**src/include/gat_cfg.svh**
```systemverilog
// GAT layer configuration
`ifndef GAT_CFG_SVH
`define GAT_CFG_SVH

// ==================================================
// Graph and feature sizes
// ==================================================
`define GAT_DATA_W        8
`define GAT_FEAT_IN       16
`define GAT_FEAT_OUT      4
`define GAT_TOTAL_NODES   16
`define GAT_MAX_NODES     4

// Memory depths
`define GAT_NNZ_DEPTH     64
`define GAT_WGT_DEPTH     72

// Datapath widths
`define GAT_WH_W          20
`define GAT_COEF_W        24

// Negative scores are divided by 2**shift
`define GAT_LRELU_SHIFT   3

// ==================================================
// Derived widths
// ==================================================
`define GAT_NODE_AW       ($clog2(`GAT_TOTAL_NODES))
`define GAT_NNZ_AW        ($clog2(`GAT_NNZ_DEPTH))
`define GAT_WGT_AW        ($clog2(`GAT_WGT_DEPTH))
`define GAT_COL_W         ($clog2(`GAT_FEAT_IN))
`define GAT_ROW_LEN_W     ($clog2(`GAT_FEAT_IN) + 1)
`define GAT_SG_W          ($clog2(`GAT_MAX_NODES) + 1)

`endif

```
**src/verilog/gat_pkg.sv**
```systemverilog
// GAT shared types
`default_nettype none

`include "gat_cfg.svh"

package gat_pkg;

  // Scalar types, signed so packed array elements stay signed
  typedef logic signed [`GAT_DATA_W-1:0] data_t;
  typedef logic signed [`GAT_WH_W-1:0]   wh_t;
  typedef logic signed [`GAT_COEF_W-1:0] coef_t;

  // W indexed [f][k], a holds left half then right half
  typedef data_t [`GAT_FEAT_OUT-1:0][`GAT_FEAT_IN-1:0] wgt_arr_t;
  typedef data_t [2*`GAT_FEAT_OUT-1:0]                 avec_arr_t;

  // One nonzero of a sparse feature row
  typedef struct packed {
    data_t                  val;
    logic [`GAT_COL_W-1:0]  col;
  } h_entry_t;

  typedef struct packed {
    logic [`GAT_ROW_LEN_W-1:0] row_len;
    logic [`GAT_SG_W-1:0]      sg_size;
    logic                      centre;
  } node_info_t;

  // ==================================================
  // Host write ports
  // ==================================================
  typedef struct packed {
    logic                   en;
    logic [`GAT_NNZ_AW-1:0] addr;
    h_entry_t               data;
  } h_wr_t;

  typedef struct packed {
    logic                    en;
    logic [`GAT_NODE_AW-1:0] addr;
    node_info_t              data;
  } info_wr_t;

  typedef struct packed {
    logic                   en;
    logic [`GAT_WGT_AW-1:0] addr;
    data_t                  data;
  } wgt_wr_t;

  // Stage payloads
  typedef struct packed {
    logic [`GAT_NODE_AW-1:0]    node;
    node_info_t                 info;
    wh_t [`GAT_FEAT_OUT-1:0]    wh;
  } wh_item_t;

  typedef struct packed {
    logic [`GAT_NODE_AW-1:0] node;
    coef_t                   coef;
  } coef_item_t;

endpackage

`default_nettype wire

```
**src/verilog/spmm_stage.sv**
```systemverilog
// Sparse row times W
`timescale 1ns/1ps
`default_nettype none

`include "gat_cfg.svh"

module spmm_stage (
  input  wire logic                     clk,
  input  wire logic                     rst_n,
  input  wire logic                     start_i,
  input  wire gat_pkg::wgt_arr_t        wgt_i,
  output logic [`GAT_NNZ_AW-1:0]        h_addr_o,
  input  wire gat_pkg::h_entry_t        h_data_i,
  output logic [`GAT_NODE_AW-1:0]       info_addr_o,
  input  wire gat_pkg::node_info_t      info_data_i,
  output logic                          wh_vld_o,
  output gat_pkg::wh_item_t             wh_o
);

  localparam int LAST_NODE = `GAT_TOTAL_NODES - 1;

  typedef enum logic [1:0] {
    S_IDLE,
    S_INFO,
    S_ACC,
    S_DONE
  } state_t;

  state_t                         state;
  logic [`GAT_NODE_AW-1:0]        node_cnt;
  logic [`GAT_NNZ_AW-1:0]         nnz_ptr;
  logic [`GAT_ROW_LEN_W-1:0]      nz_cnt;
  gat_pkg::wh_t [`GAT_FEAT_OUT-1:0] acc;

  logic                           consume;
  logic                           emit;

  // Info data stays valid for the whole node since its address is held
  assign consume = (state == S_ACC) && (nz_cnt != info_data_i.row_len);
  assign emit    = (state == S_ACC) && (nz_cnt == info_data_i.row_len);

  assign info_addr_o = node_cnt;
  // Prefetch the next nonzero while the current one is consumed
  assign h_addr_o    = consume ? nnz_ptr + 1'b1 : nnz_ptr;

  // ==================================================
  // Node walk
  // ==================================================
  always_ff @(posedge clk or negedge rst_n) begin
    if (!rst_n) begin
      state    <= S_IDLE;
      node_cnt <= '0;
      nnz_ptr  <= '0;
      nz_cnt   <= '0;
      wh_vld_o <= 1'b0;
    end else begin
      wh_vld_o <= emit;
      case (state)
        S_IDLE: begin
          if (start_i) begin
            state <= S_INFO;
          end
        end
        S_INFO: begin
          state <= S_ACC;
        end
        S_ACC: begin
          if (consume) begin
            nz_cnt  <= nz_cnt + 1'b1;
            nnz_ptr <= nnz_ptr + 1'b1;
          end else begin
            nz_cnt <= '0;
            if (node_cnt == LAST_NODE) begin
              state <= S_DONE;
            end else begin
              node_cnt <= node_cnt + 1'b1;
              state    <= S_INFO;
            end
          end
        end
        default: begin
          state <= S_DONE;
        end
      endcase
    end
  end

  // ==================================================
  // Accumulators
  // ==================================================
  always_ff @(posedge clk) begin
    for (int f = 0; f < `GAT_FEAT_OUT; f++) begin
      if (consume) begin
        acc[f] <= acc[f] + h_data_i.val * wgt_i[f][h_data_i.col];
      end else begin
        acc[f] <= '0;
      end
    end
    if (emit) begin
      wh_o.node <= node_cnt;
      wh_o.info <= info_data_i;
      wh_o.wh   <= acc;
    end
  end

endmodule

`default_nettype wire

```
**config.mk**
```make
export PLATFORM = sky130hd
export DESIGN_NAME = spmm_stage
export DESIGN_NICKNAME = d
export VERILOG_FILES = /design/src/verilog/gat_pkg.sv /design/src/verilog/spmm_stage.sv
export VERILOG_INCLUDE_DIRS = /design/src /design/src/include
export SDC_FILE = /design/constraint.sdc
export NUM_CORES = 1
export LEC_CHECK = 0
export BUFFER_PORTS_ARGS = -buffer_cell sky130_fd_sc_hd__buf_2
export CORE_AREA = 2 2 248 250
export CTS_BUF_LIST = sky130_fd_sc_hd__clkbuf_8
export DETAILED_ROUTE_END_ITERATION = 8
export DIE_AREA = 0 0 250 252
export PLACE_DENSITY = 0.64
export SLEW_MARGIN = 20
export SYNTH_ARGS = -nofsm -noshare
export SYNTH_HDL_FRONTEND = slang
export SYNTH_SLANG_ARGS = --single-unit
```
**constraint.sdc**
```tcl
create_clock -name clk -period 6.9 [get_ports clk]
set_input_delay 1.035 -clock clk [delete_from_list [all_inputs] [get_ports clk]]
set_output_delay 1.035 -clock clk [all_outputs]
set_load 0.02 [all_outputs]
```
* Yosys cells after proc, flatten, opt, wreduce, memory -nomap -nowiden
Index checks and enable logic that the tools add are counted.
** Word-level totals
- Bits in registers :: 191
- Output and inout port bits :: 104
- Logic and storage cells :: 57
** Operators by class
- Add/sub/neg operators :: 7
- Multiply operators :: 4
- Order comparisons :: 1
- Equal/unequal tests :: 7
- Mux-type cells :: 14
- Bitwise logic cells :: 2
- Reductions and logical operators :: 5
** Operators by type and width (number)
- $bmux 8 s4 :: 4
- $add 20x16->20 :: 4
- $mul 8x8->16 :: 4
- $mux 8 :: 4
- $add 6x1->6 const B :: 1
- $mux 2 :: 3
- $mux 6 :: 1
- $pmux 2 s3 :: 1
- $add 5x1->5 const B :: 1
- $eq 5x5->1 :: 1
- $lt 4x5->1 const B :: 1
- $mux 5 :: 1
- $ne 5x5->1 :: 1
- $add 4x1->4 const B :: 1
- $eq 4x4->1 const B :: 1
- $ne 2x2->1 const B :: 2
- $reduce_and 3->1 :: 1
- $eq 2x1->1 const B :: 1
- $eq 2x2->1 const B :: 1
- $logic_and 1x1->1 :: 2
- $logic_not 2->1 :: 1
- $not 1->1 :: 2
- $reduce_and 2->1 :: 1

* Longest topological paths before layout
Gate-level depths: netlist of the first run.
- Depth in word-level cells :: 4
- Gate-level depth with buffers :: 24
- Depth with buffers taken out :: 21

* Worst setup path after synthesis of the first run
Ideal clock, no wire load.
- Kind :: input -> register
- Start :: in h_data_i[1] (netlist bit)
- End :: reg acc[79] (netlist bit)
- Library setup time :: 0.128 ns
- Arrival :: 6.999 ns
- Slack :: -0.226 ns
- Cell stages on the path :: 19
- Buffers on the path :: 2
- Cells stage by stage :: buf_2 clkbuf_1 mux4_2 mux4_2 and2_1 inv_2 fa_1 inv_1 fa_1 fa_1 fa_1 fa_1 ha_1 and3_1 a221o_1 a221o_1 o31ai_1 xnor2_1 nor2_1
** On the way
- Longest elaborated chain between the ends :: 4
** Ends and longest elaborated chain
- start: declaration :: line spmm_stage.sv:13 : input wire gat_pkg::h_entry_t h_data_i,
- $bmux 8 s4 :: line spmm_stage.sv:94 : acc[f] <= acc[f] + h_data_i.val * wgt_i[f][h_data_i.col];
- $mux 8 (not written as such) :: line spmm_stage.sv:94
- $mul 8x8->16 :: line spmm_stage.sv:94
- $add 20x16->20 :: line spmm_stage.sv:94
- end signal: indexed assignment :: line spmm_stage.sv:94
- end: declaration :: line spmm_stage.sv:33 : gat_pkg::wh_t [`GAT_FEAT_OUT-1:0] acc;
No other way between the ends. The select of a mux whose other input is x is not followed.
A chain may end at the register's enable or synchronous reset.

* Worst setup path in the final report of the first run
- Start :: in h_data_i[0] (netlist bit)
- End :: reg acc[19] (netlist bit)
The elaborated chain is that of the path after synthesis.

==> summary.md, run 1 <==
| Metric | Value |
|---|---|
| Run status | `finished clean` |
| Most numerous cell in the Yosys netlist | `inv_1` |
| Top area cells in the synthesized netlist | `fa_1 30%, mux4_2 15%, edfxtp_1 12%` |
| Tot GR Track Use | `0.2799` |
| Synth Cell Area | `23,790 sq um` |
| Least-Margin Pin Slew | `804.1 ps` |
| Setup bufs post-CTS | `0` |
| Simple-Gate Fraction of Synth Area | `0.09600` |
| Buffers on Ports | `639` |
| Routability cong. | `0.9887` |
| Worst Setup End Kind | `register` |
| Register area share after synthesis | `0.2037` |
| TritonCTS Buffers | `17` |
| Fin crit period | `6693 ps` |
| Xor-xnor portion of the synthesized cell area | `0.03130` |
| Asr flop ratio synth | `0.09424` |
| Post-synth EDFFs | `93` |
| Leading area contributor after synthesis | `fa_1` |
| Synth Area in Adders | `0.3946` |
| Fmax | `149.4 MHz` |
| Largest family of logic cells by synthesized area | `adder cells` |
| Synthesized flop and latch total | `191` |
| Die X | `250 um` |
| H-tree Lvls | `4` |
| Reg2reg start | `acc[66]` |
| Post-synth cell types | `62` |
| Worst Path Max Fanout | `24` |
| Max-Cap Viols | `0` |
| Antenna viol nets, final | `0` |
| Setup crit start | `h_data_i[0]` |
| RSZ-0062 raised after global routing | `no` |
| Core Area | `60,130 sq um` |
| Initial core utilization | `0.3955` |
| Cells after Synth | `2,049` |
| Clock root buffer | `clkbuf_8` |
| Vias in the first global route | `20,930` |
| Main flop type after synthesis | `edfxtp_1` |
| Rel. slew slack | `0.4639` |
| CTS tree | `yes` |
| Worst-path clk slew | `110 ps` |
| Clk_skew | `19.89 ps` |
| Layout area overhead | `27.43%` |
| WS Path Type | `primary input to register` |
| Detailed Route Iter0 Violations | `1,209` |
| Num rows | `90` |
| First-pass GRT wire length | `129,400 um` |
| Post-Syn Nets | `3,124` |
| Die height | `252 um` |
| Detailed Place HPWL | `75,690 um` |
| Drt total wl | `85,870 um` |
| Final #Nets | `3,977` |
| Commonest cells post-synth | `355 x inv_1, 352 x fa_1, 187 x ha_1, 171 x and2_1, 156 x mux4_2` |
| Critical path arrival | `7080 ps` |
| Clock sinks | `191` |
| Yosys top cell area share | `0.2963` |
| Share of layout cells above drive strength 1 | `0.3883` |
| IO Count | `640` |
| Final Hold Vio Count | `0` |
| Min-Delay Path Class | `primary input to asynchronous set/reset pin` |
| Pre-antenna DRT Iters | `5` |
| Wirelength per Cell | `23.16 um` |
| Total congestion overflow | `0` |
| Max-slew violations | `0` |
| WHS | `421.1 ps` |
| Final setup viols | `0` |
| Vias post-DR | `19,190` |
| Clock latency on the worst-skew pair | `540 ps` |
| Compound-Gate Fraction of Synth Area | `0.05008` |
| Post-synthesis mux area share | `0.1530` |
| CP Launch Type | `primary input` |
| Mean number of vias per cell | `5.176` |
| Die area | `63,000 sq um` |
| Req. time, crit path | `7290 ps` |
| Tcrit/Tclk final | `0.9700` |
| DRC | `0` |
| Initial antenna violation count | `23` |
| Largest net degree at the start of global routing | `61` |
| Syn avg cell area | `11.61 sq um` |
| CTS Buffer Depth | `2` |
| Synth Warn # | `0` |
-- worst max-delay path, stage by stage --
cell,delay (ps)
buf_8,110
buf_12,220
buf_4,190
mux4_2,650
mux4_2,580
buf_4,190
and2_1,180
fa_1,480
inv_1,60
fa_1,520
inv_1,50
fa_1,490
fa_1,440
fa_1,470
ha_1,320
o211ai_1,110
o211a_1,240
nand2b_1,190
a211oi_1,310
or3_1,150
a21oi_1,60
-- cells in the final DEF (no fill, tap or decap), drive strengths merged, types with 4 or more instances in the layout --
master,synthesis,routed
nand2,117,117
a21oi,43,43
mux4,156,156
or3,4,4
a2111oi,5,5
nand3,13,13
clkbuf,41,17
mux2,5,5
nand4,4,4
and2,173,173
buf,29,904
nor3,27,27
xnor2,58,58
dfrtp,18,18
ha,187,187
fa,352,352
dfxtp,80,80
or2,6,6
a31oi,5,5
o21a,11,11
diode,0,10
and3,5,5
xor2,27,27
a211oi,9,9
a21o,24,24
mux2i,7,7
o211ai,6,6
nor3b,4,4
edfxtp,93,93
nor2,89,89
o21bai,10,10
o21ai,37,37
inv,365,376
-- stage by stage --
| stage | setup WS [ps] | utilization | setup TNS [ps] | instances | cell area [sq um] |
|---|---|---|---|---|---|
| after floorplan | -27.13 | - | -27.13 | 2049 | 23840 |
| after global placement | -407.6 | 0.4971 | -4725 | 3665 | 29890 |
| final | 207.0 | 0.5041 | 0 | 3707 | 30310 |
| after global routing | 16.07 | 0.5040 | 0 | 3705 | 30310 |
| after CTS | 92.22 | 0.5033 | 0 | 3697 | 30260 |
| after detailed placement | -453.3 | 0.4971 | -7145 | 3665 | 29890 |
-- cells by family after synthesis --
logic type / after synthesis
compound gates: 178
xor+xnor: 85
fa+ha+maj: 539
buf+inv: 435
flops: 191
mux: 168
simple gates: 453
-- path summary, 6_finish.rpt --
kind                                   to  slack, ps  cells after the start
setup / recovery                  acc[19]        210                     21
hold / removal             info_addr_o[3]        420                      1
setup reg to reg                  acc[79]       1890                     16
hold reg to reg                  wh_o[21]        450                      0
max in group asynchronous       nz_cnt[1]       6180                      1
min in group clk                 wh_o[21]        450                      0
-- timing repair --
item | in CTS | in global routing
hold buffers | 0 | 0
resized for setup | 0 | 6
setup endpoints to repair | 0 | 5
-- per-layer routing --
metal,vias up,share of wire,track usage
met5,-,0.00031,0
met4,4,0.025,0.07254
met2,725,0.48,0.4616
li1,8547,-,-
met3,90,0.069,0.05334
met1,9823,0.43,0.3809
-- final cells by class --
class	count	area, sq um
Fill cell	5479	29820
Clock buffer	17	234.0
Antenna cell	10	25.02
Clock inverter	15	140.1
Timing Repair Buffer	904	5416
Tap cell	782	978.4
Multi-Input combinational cell	1423	17300
Sequential cell	191	4845
Inverter	365	1370
-- registers in the layout, summed over array words and instances (netlist names) --
name         cells
acc             80
wh_vld_o         1
nnz_ptr          6
info_addr_o      4
nz_cnt           5
state            2
wh_o            93
Power of run 1 is left out: the tool's default activity adds up to more than one toggle a clock period on the data nets, which glitch-free logic cannot reach.
==> inputs of run 2 (changes only) <==
==> constraint.sdc (replaced) <==
create_clock -name clk -period 6.9 [get_ports clk]
set_input_delay 1.035 -clock clk [delete_from_list [all_inputs] [get_ports clk]]
set_output_delay 1.035 -clock clk [all_outputs]
set_load 0.05 [all_outputs]
==> run 2 against run 1 <==
Effect of this change: clock skew is 5.8 ps higher; sequential share of layout area hardly changed; register-to-register slack worse by 20 ps; cell area is 0.17% higher; worst setup slack better by 31 ps; wire length hardly changed; largest cell class unchanged.
==> summary.md, run 2 (synthesized netlist as in run 1, its figures left out) <==
| Metric | Value |
|---|---|
| Drt total wl | `85,860 um (about the same)` |
| Levels on crit path | `20 (-4.8%)` |
| CP bufs+invs | `5 (-1)` |
| Initial antenna violation count | `30 (+30%)` |
| Die X | `250 um (unchanged)` |
| Largest regs | `wh_o (93), acc (80), nnz_ptr (6)` |
| Max-slew violations | `0 (unchanged)` |
| Clock sinks | `191 (unchanged)` |
| Worst-path clk slew | `130 ps (+20 ps)` |
| Fin worst setup slack | `237.9 ps (+30.99 ps)` |
| Vias in the first global route | `20,990 (+0.25%)` |
| Critical path arrival | `7090 ps (about the same)` |
| H-tree Lvls | `4 (unchanged)` |
| Clock latency on the worst-skew pair | `560 ps (+20 ps)` |
| DP Worst Slack | `-448.9 ps (+4.411 ps)` |
| CTS Buffer Depth | `2 (unchanged)` |
| Die area | `63,000 sq um (unchanged)` |
| Min-Delay Path Class | `primary input to asynchronous set/reset pin` |
| Cell Area, Placed | `29,890 sq um (unchanged)` |
| Buffers on Ports | `639 (unchanged)` |
| Clk_skew | `25.64 ps (+5.750 ps)` |
| Final #Nets | `3,977 (unchanged)` |
| CP max stage delay | `570 ps (-80 ps)` |
| CP cell instances | `buf_8, buf_12, buf_12, mux4_2, mux4_2, and2_2, inv_2, fa_1, inv_1, fa_1, fa_1, fa_1, fa_1, ha_4, and3_1, a221o_1, a221o_1, o31ai_2, xnor2_1, nor2_1` |
| First-pass GRT wire length | `129,700 um (+0.29%)` |
| Worst Path Max Fanout | `24 (unchanged)` |
| Register area | `4845 sq um (unchanged)` |
| TritonCTS Buffers | `17 (unchanged)` |
| Tot GR Track Use | `0.2806 (+0.0007529)` |
| Non-Filler Cell Area, Final | `30,360 sq um (+0.17%)` |
| WS Path Type | `primary input to register` |
| Detailed Place HPWL | `75,670 um (about the same)` |
| Crit-path leading delay family | `adder cells` |
| DRC | `0 (unchanged)` |
| Req. time, crit path | `7330 ps (+40 ps)` |
| Fmax | `150.1 MHz (+0.47%)` |
| CTS tree | `yes` |
| Slowest-stage cell, CP | `mux4_2` |
| Number of flip-flops in the largest register | `93 (unchanged)` |
| Clock root buffer | `clkbuf_8` |
| Most common cell on crit path | `fa_1` |
| Setup_tns | `0 ps (unchanged)` |
| Multi-input gate area | `17,300 sq um (about the same)` |
| Largest register by flop count | `wh_o` |
| Pre-antenna DRT Iters | `7 (+2)` |
| Most frequent cells in the layout | `637 x buf_2, 355 x inv_1, 352 x fa_1` |
| Vias post-DR | `19,080 (-0.59%)` |
| IO Count | `640 (unchanged)` |
| Share of layout cells above drive strength 1 | `0.3883 (unchanged)` |
| Tcrit/Tclk final | `0.9655 (-0.004491)` |
| Commonest non-fill, non-tap cell in the layout | `buf_2` |
| Antenna viol nets, final | `0 (unchanged)` |
| CP Launch Type | `primary input` |
| Num rows | `90 (unchanged)` |
| Rel. slew slack | `0.4748 (+0.01092)` |
| Routability cong. | `0.9905 (+0.18%)` |
| Fin crit period | `6662 ps (-30.99 ps)` |
| Worst R2R Path Depth | `16 (unchanged)` |
| RSZ-0062 raised after global routing | `no` |
| Layout area overhead | `27.65%` |
| Filler instances | `5,542 (+1.1%)` |
| Least-Margin Pin Slew | `787.8 ps (-16.39 ps)` |
| Final Hold Vio Count | `0 (unchanged)` |
| Largest net degree at the start of global routing | `61 (unchanged)` |
| Die height | `252 um (unchanged)` |
| CTS Hold Buffers Added | `0 (unchanged)` |
| Core Area | `60,130 sq um (unchanged)` |
| Final setup viols | `0 (unchanged)` |
| Initial core utilization | `0.3955 (unchanged)` |
| Detailed Route Iter0 Violations | `1,265 (+4.6%)` |
| Worst Setup End Kind | `register` |
| Wirelength per Cell | `23.14 um (-0.12%)` |
| Mean number of vias per cell | `5.140 (-0.70%)` |
| Total congestion overflow | `0 (unchanged)` |
| Max-Cap Viols | `0 (unchanged)` |
| Run status | `finished clean` |
## run 2: cell count changes in the layout (fill, tap and decap cells not counted)
cell | previous run | this run
clkinv_8 | 1 | 5
a2111oi_2 | 2 | 1
inv_1 | 356 | 355
diode_2 | 10 | 14
clkinv_4 | 0 | 1
a2111oi_0 | 3 | 2
inv_6 | 5 | 1
a2111oi_1 | 0 | 2
inv_12 | 0 | 1
clkinv_2 | 1 | 0
## run 2: routing by layer
metal,global-route usage,vias to the layer above,part of all wire
li1,-,8552,-
met1,0.3834,9710,0.42
met2,0.4582,720,0.47
met3,0.04880,92,0.077
met4,0.08708,2,0.028
met5,0,-,0.00015
## run 2: final cells by class
cell class,instances,area share
multi-input combinational,1423,0.5697
timing repair buffer,904,0.1784
sequential,191,0.1596
inverter,365,0.04512
tap,782,0.03222
clock buffer,17,0.007706
clock inverter,15,0.006140
antenna,14,0.001154
## run 2: path summary, 6_finish.rpt
| kind | endpoint | slack [ps] | start |
|---|---|---|---|
| setup / recovery | acc[79] | 240 | h_data_i[0] |
| hold / removal | info_addr_o[2] | 410 | rst_n |
| setup reg to reg | acc[79] | 1870 | acc[66] |
| hold reg to reg | wh_o[3] | 440 | acc[3] |
| max in group asynchronous | nz_cnt[3] | 6190 | rst_n |
| min in group clk | wh_o[3] | 440 | acc[3] |
## run 2: stage by stage
step | hold WS, ps | utilization | std cells
floorplan | 408.2 | - | 2049
detailed placement | 424.9 | 0.4971 | 3665
global route | 420.4 | 0.5048 | 3707
global placement | 416.7 | 0.4971 | 3665
finish | 408.2 | 0.5049 | 3711
CTS | 362.2 | 0.5041 | 3697
## run 2: timing repair
action,in CTS,in global routing
buffers inserted,0,0
gates resized for setup,0,6
setup endpoints to repair,0,5
## run 2: worst register-to-register path, delay by kind of cell, from the launching register on
family | cells | cell delay (ps)
AOI/OAI and AO/OA | 3 | 1020
DFF | 1 | 500
buffers and inverters | 4 | 260
and+or+nand+nor | 2 | 230
adders and majority gates | 6 | 2750
xor gates and xnor gates | 1 | 150
Power of run 2 is left out for the same reason.
==> inputs of run 3 (changes only) <==
--- a/config.mk
+++ b/config.mk
@@ -7,11 +7,14 @@
 export NUM_CORES = 1
 export LEC_CHECK = 0
 export BUFFER_PORTS_ARGS = -buffer_cell sky130_fd_sc_hd__buf_2
-export CORE_AREA = 2 2 248 250
+export CELL_PAD_IN_SITES_DETAIL_PLACEMENT = 0
+export CELL_PAD_IN_SITES_GLOBAL_PLACEMENT = 1
+export CORE_AREA = 2 2 249 251
 export CTS_BUF_LIST = sky130_fd_sc_hd__clkbuf_8
 export DETAILED_ROUTE_END_ITERATION = 8
-export DIE_AREA = 0 0 250 252
-export PLACE_DENSITY = 0.64
+export DIE_AREA = 0 0 251 253
+export GPL_TIMING_DRIVEN = 0
+export PLACE_DENSITY = 0.78
 export SLEW_MARGIN = 20
 export SYNTH_ARGS = -nofsm -noshare
 export SYNTH_HDL_FRONTEND = slang
==> run 3 against run 2 <==
Effect of this change: cell count fell by 4.4%; via count decreased by 1.3%; sequential share of layout area grew 0.78 points; hold slack got worse by 13 ps; die area rose by 0.80%; first-iteration DRC count down 9.8%; critical path depth down 1; count of clock-buffer cells in the layout did not move; worst setup slack lost 140 ps; cell area fell by 4.6%; maximum frequency down 2.1%; wire length is 9.7% higher.
==> summary.md, run 3 (synthesized netlist as in run 1, its figures left out) <==
| Metric | Value |
|---|---|
| Cell Area, Placed | `28,040 sq um (-6.2%)` |
| Antenna viol nets, final | `0 (unchanged)` |
| H-tree Lvls | `4 (unchanged)` |
| Clock sinks | `191 (unchanged)` |
| CP cell instances | `clkbuf_4, clkbuf_4, mux4_2, mux4_2, and2_1, fa_1, inv_1, fa_1, inv_1, fa_1, fa_1, fa_1, ha_4, and3_1, a221o_1, a221o_1, o31ai_2, xnor2_1, nor2_1` |
| Tcrit/Tclk final | `0.9860 (+0.02045)` |
| Commonest non-fill, non-tap cell in the layout | `buf_2` |
| Die X | `251 um (+0.40%)` |
| Layout area overhead | `21.72%` |
| Req. time, crit path | `7320 ps (about the same)` |
| Busiest grt layer | `met2` |
| Non-Filler Cell Area, Final | `28,950 sq um (-4.6%)` |
| Number of flip-flops in the largest register | `93 (unchanged)` |
| Clock root buffer | `clkbuf_8` |
| M1 GR Usage | `0.3889 (+0.005500)` |
| Min-Delay Path Class | `primary input to asynchronous set/reset pin` |
| Final Hold Vio Count | `0 (unchanged)` |
| Wirelength per Cell | `26.53 um (+15%)` |
| Vias post-DR | `18,830 (-1.3%)` |
| Fmax | `147.0 MHz (-2.1%)` |
| Vias in the first global route | `20,320 (-3.2%)` |
| RR Endpoint | `acc[79]` |
| Tot GR Track Use | `0.3039 (+0.02325)` |
| Max-slew violations | `0 (unchanged)` |
| Rel. slew slack | `0.2864 (-0.1884)` |
| Buffers on Ports | `635 (-0.63%)` |
| CTS Buffer Depth | `2 (unchanged)` |
| Max-Cap Viols | `0 (unchanged)` |
| Run status | `finished clean` |
| CTS tree | `yes` |
| Share of layout cells above drive strength 1 | `0.3382 (-0.05013)` |
| Fin crit period | `6803 ps (+141.1 ps)` |
| Fin worst setup slack | `96.81 ps (-141.1 ps)` |
| First-pass GRT wire length | `135,900 um (+4.8%)` |
| Clk_skew | `22.61 ps (-3.037 ps)` |
| CP Launch Type | `primary input` |
| Largest regs | `wh_o (93), acc (80), nnz_ptr (6)` |
| Largest net degree at the start of global routing | `56 (-8.2%)` |
| Critical path arrival | `7230 ps (+140 ps)` |
| Most frequent cells in the layout | `638 x buf_2, 355 x inv_1, 351 x fa_1` |
| M3 GR Usage | `0.06908 (+0.02028)` |
| Fin cells | `3,549 (-4.4%)` |
| Worst-path clk slew | `110 ps (-20 ps)` |
| Die area | `63,500 sq um (+0.80%)` |
| Filler instances | `5,744 (+3.6%)` |
| Most common cell on crit path | `fa_1` |
| Initial core utilization | `0.3897 (-0.005806)` |
| RSZ-0062 raised after global routing | `no` |
| Setup_tns | `0 ps (unchanged)` |
| Clock latency on the worst-skew pair | `580 ps (+20 ps)` |
| Worst Path Max Fanout | `10 (-58%)` |
| Reg2reg start | `acc[66]` |
| Slowest-stage cell, CP | `mux4_2` |
| Placed Cells | `3,475 (-5.2%)` |
| CTS Hold Buffers Added | `0 (unchanged)` |
| Drt total wl | `94,170 um (+9.7%)` |
| Final #Nets | `3,797 (-4.5%)` |
| Initial antenna violation count | `28 (-6.7%)` |
| Num rows | `91 (+1.1%)` |
| Worst reg2reg setup slack | `1850 ps (-20 ps)` |
| CP max stage delay | `600 ps (+30 ps)` |
| DP Worst Slack | `-1612 ps (-1163 ps)` |
| Least-Margin Pin Slew | `1070 ps (+282.6 ps)` |
| DRC | `0 (unchanged)` |
| Worst R2R Path Depth | `16 (unchanged)` |
| Worst Setup End Kind | `register` |
| TritonCTS Buffers | `17 (unchanged)` |
| Mean number of vias per cell | `5.307 (+3.2%)` |
| Final setup viols | `0 (unchanged)` |
| Largest register by flop count | `wh_o` |
| Total congestion overflow | `0 (unchanged)` |
| Detailed Route Iter0 Violations | `1,141 (-9.8%)` |
| Detailed Place HPWL | `81,480 um (+7.7%)` |
| Die height | `253 um (+0.40%)` |
| GR Layer Usage met2 | `0.5035 (+0.04534)` |
| IO Count | `640 (unchanged)` |
| WS Path Type | `primary input to register` |
| Core Area | `61,030 sq um (+1.5%)` |
| Pre-antenna DRT Iters | `5 (-2)` |
| Routability cong. | `0.9661 (-2.5%)` |
-- run 3: cell count changes in the layout (fill, tap and decap cells not counted), moves of 6 or more --
cell,delta
buf_4,-229
clkbuf_1,+30
diode_2,+10
buf_12,-8
and2_4,+6
clkbuf_4,+6
-- run 3: per-stage QoR --
| stage | utilization | hold WS [ps] |
|---|---|---|
| after floorplan | - | 408.2 |
| after global placement | 0.4589 | 417.3 |
| after detailed placement | 0.4595 | 421.3 |
| after CTS | 0.4704 | 359.0 |
| after global routing | 0.4739 | 386.7 |
| final | 0.4744 | 394.8 |
-- run 3: worst max-delay path by stage --
stage               slack, ps  cells after the start      end        start
detailed placement      -1610                     19  acc[39]  h_data_i[1]
global route                8                     20  acc[79]  h_data_i[0]
CTS                        10                     18  acc[36]  h_data_i[2]
floorplan                 -30                     20  acc[79]  h_data_i[0]
global placement        -1540                     19  acc[19]  h_data_i[1]
finish                    100                     19  acc[79]  h_data_i[1]
-- run 3: final cells by class --
class / instances / area, sq um / share of cell area
Inverter: 365 / 1370 / 0.04732
Clock inverter: 15 / 147.6 / 0.005100
Antenna cell: 24 / 60.06 / 0.002074
Tap cell: 790 / 988.4 / 0.03414
Clock buffer: 17 / 234.0 / 0.008082
Timing Repair Buffer: 654 / 3366 / 0.1163
Buffer: 70 / 554.3 / 0.01915
Multi-Input combinational cell: 1423 / 17390 / 0.6005
Sequential cell: 191 / 4845 / 0.1673
-- run 3: what timing repair did --
action	4_1_cts	5_1_grt
gates resized for setup	59	36
setup endpoints to repair	45	19
pin swaps	3	5
setup buffers	10	8
-- run 3: per-layer routing --
metal / share of wire / vias up / wire, um
li1: - / 8222 / -
met5: 0.00092 / - / 87
met4: 0.038 / 12 / 3600
met3: 0.076 / 140 / 7114
met1: 0.41 / 9642 / 38210
met2: 0.48 / 818 / 45160
-- run 3: critical path: cells and delay by family --
kind,cells,cell delay [ps]
adder cells (fa/ha/maj),6,2740
AO/OA/AOI/OAI,3,1030
multiplexers,2,1010
buffers and inverters,4,780
AND/OR/NAND/NOR,3,440
XOR/XNOR,1,150
Power of run 3 is left out for the same reason.
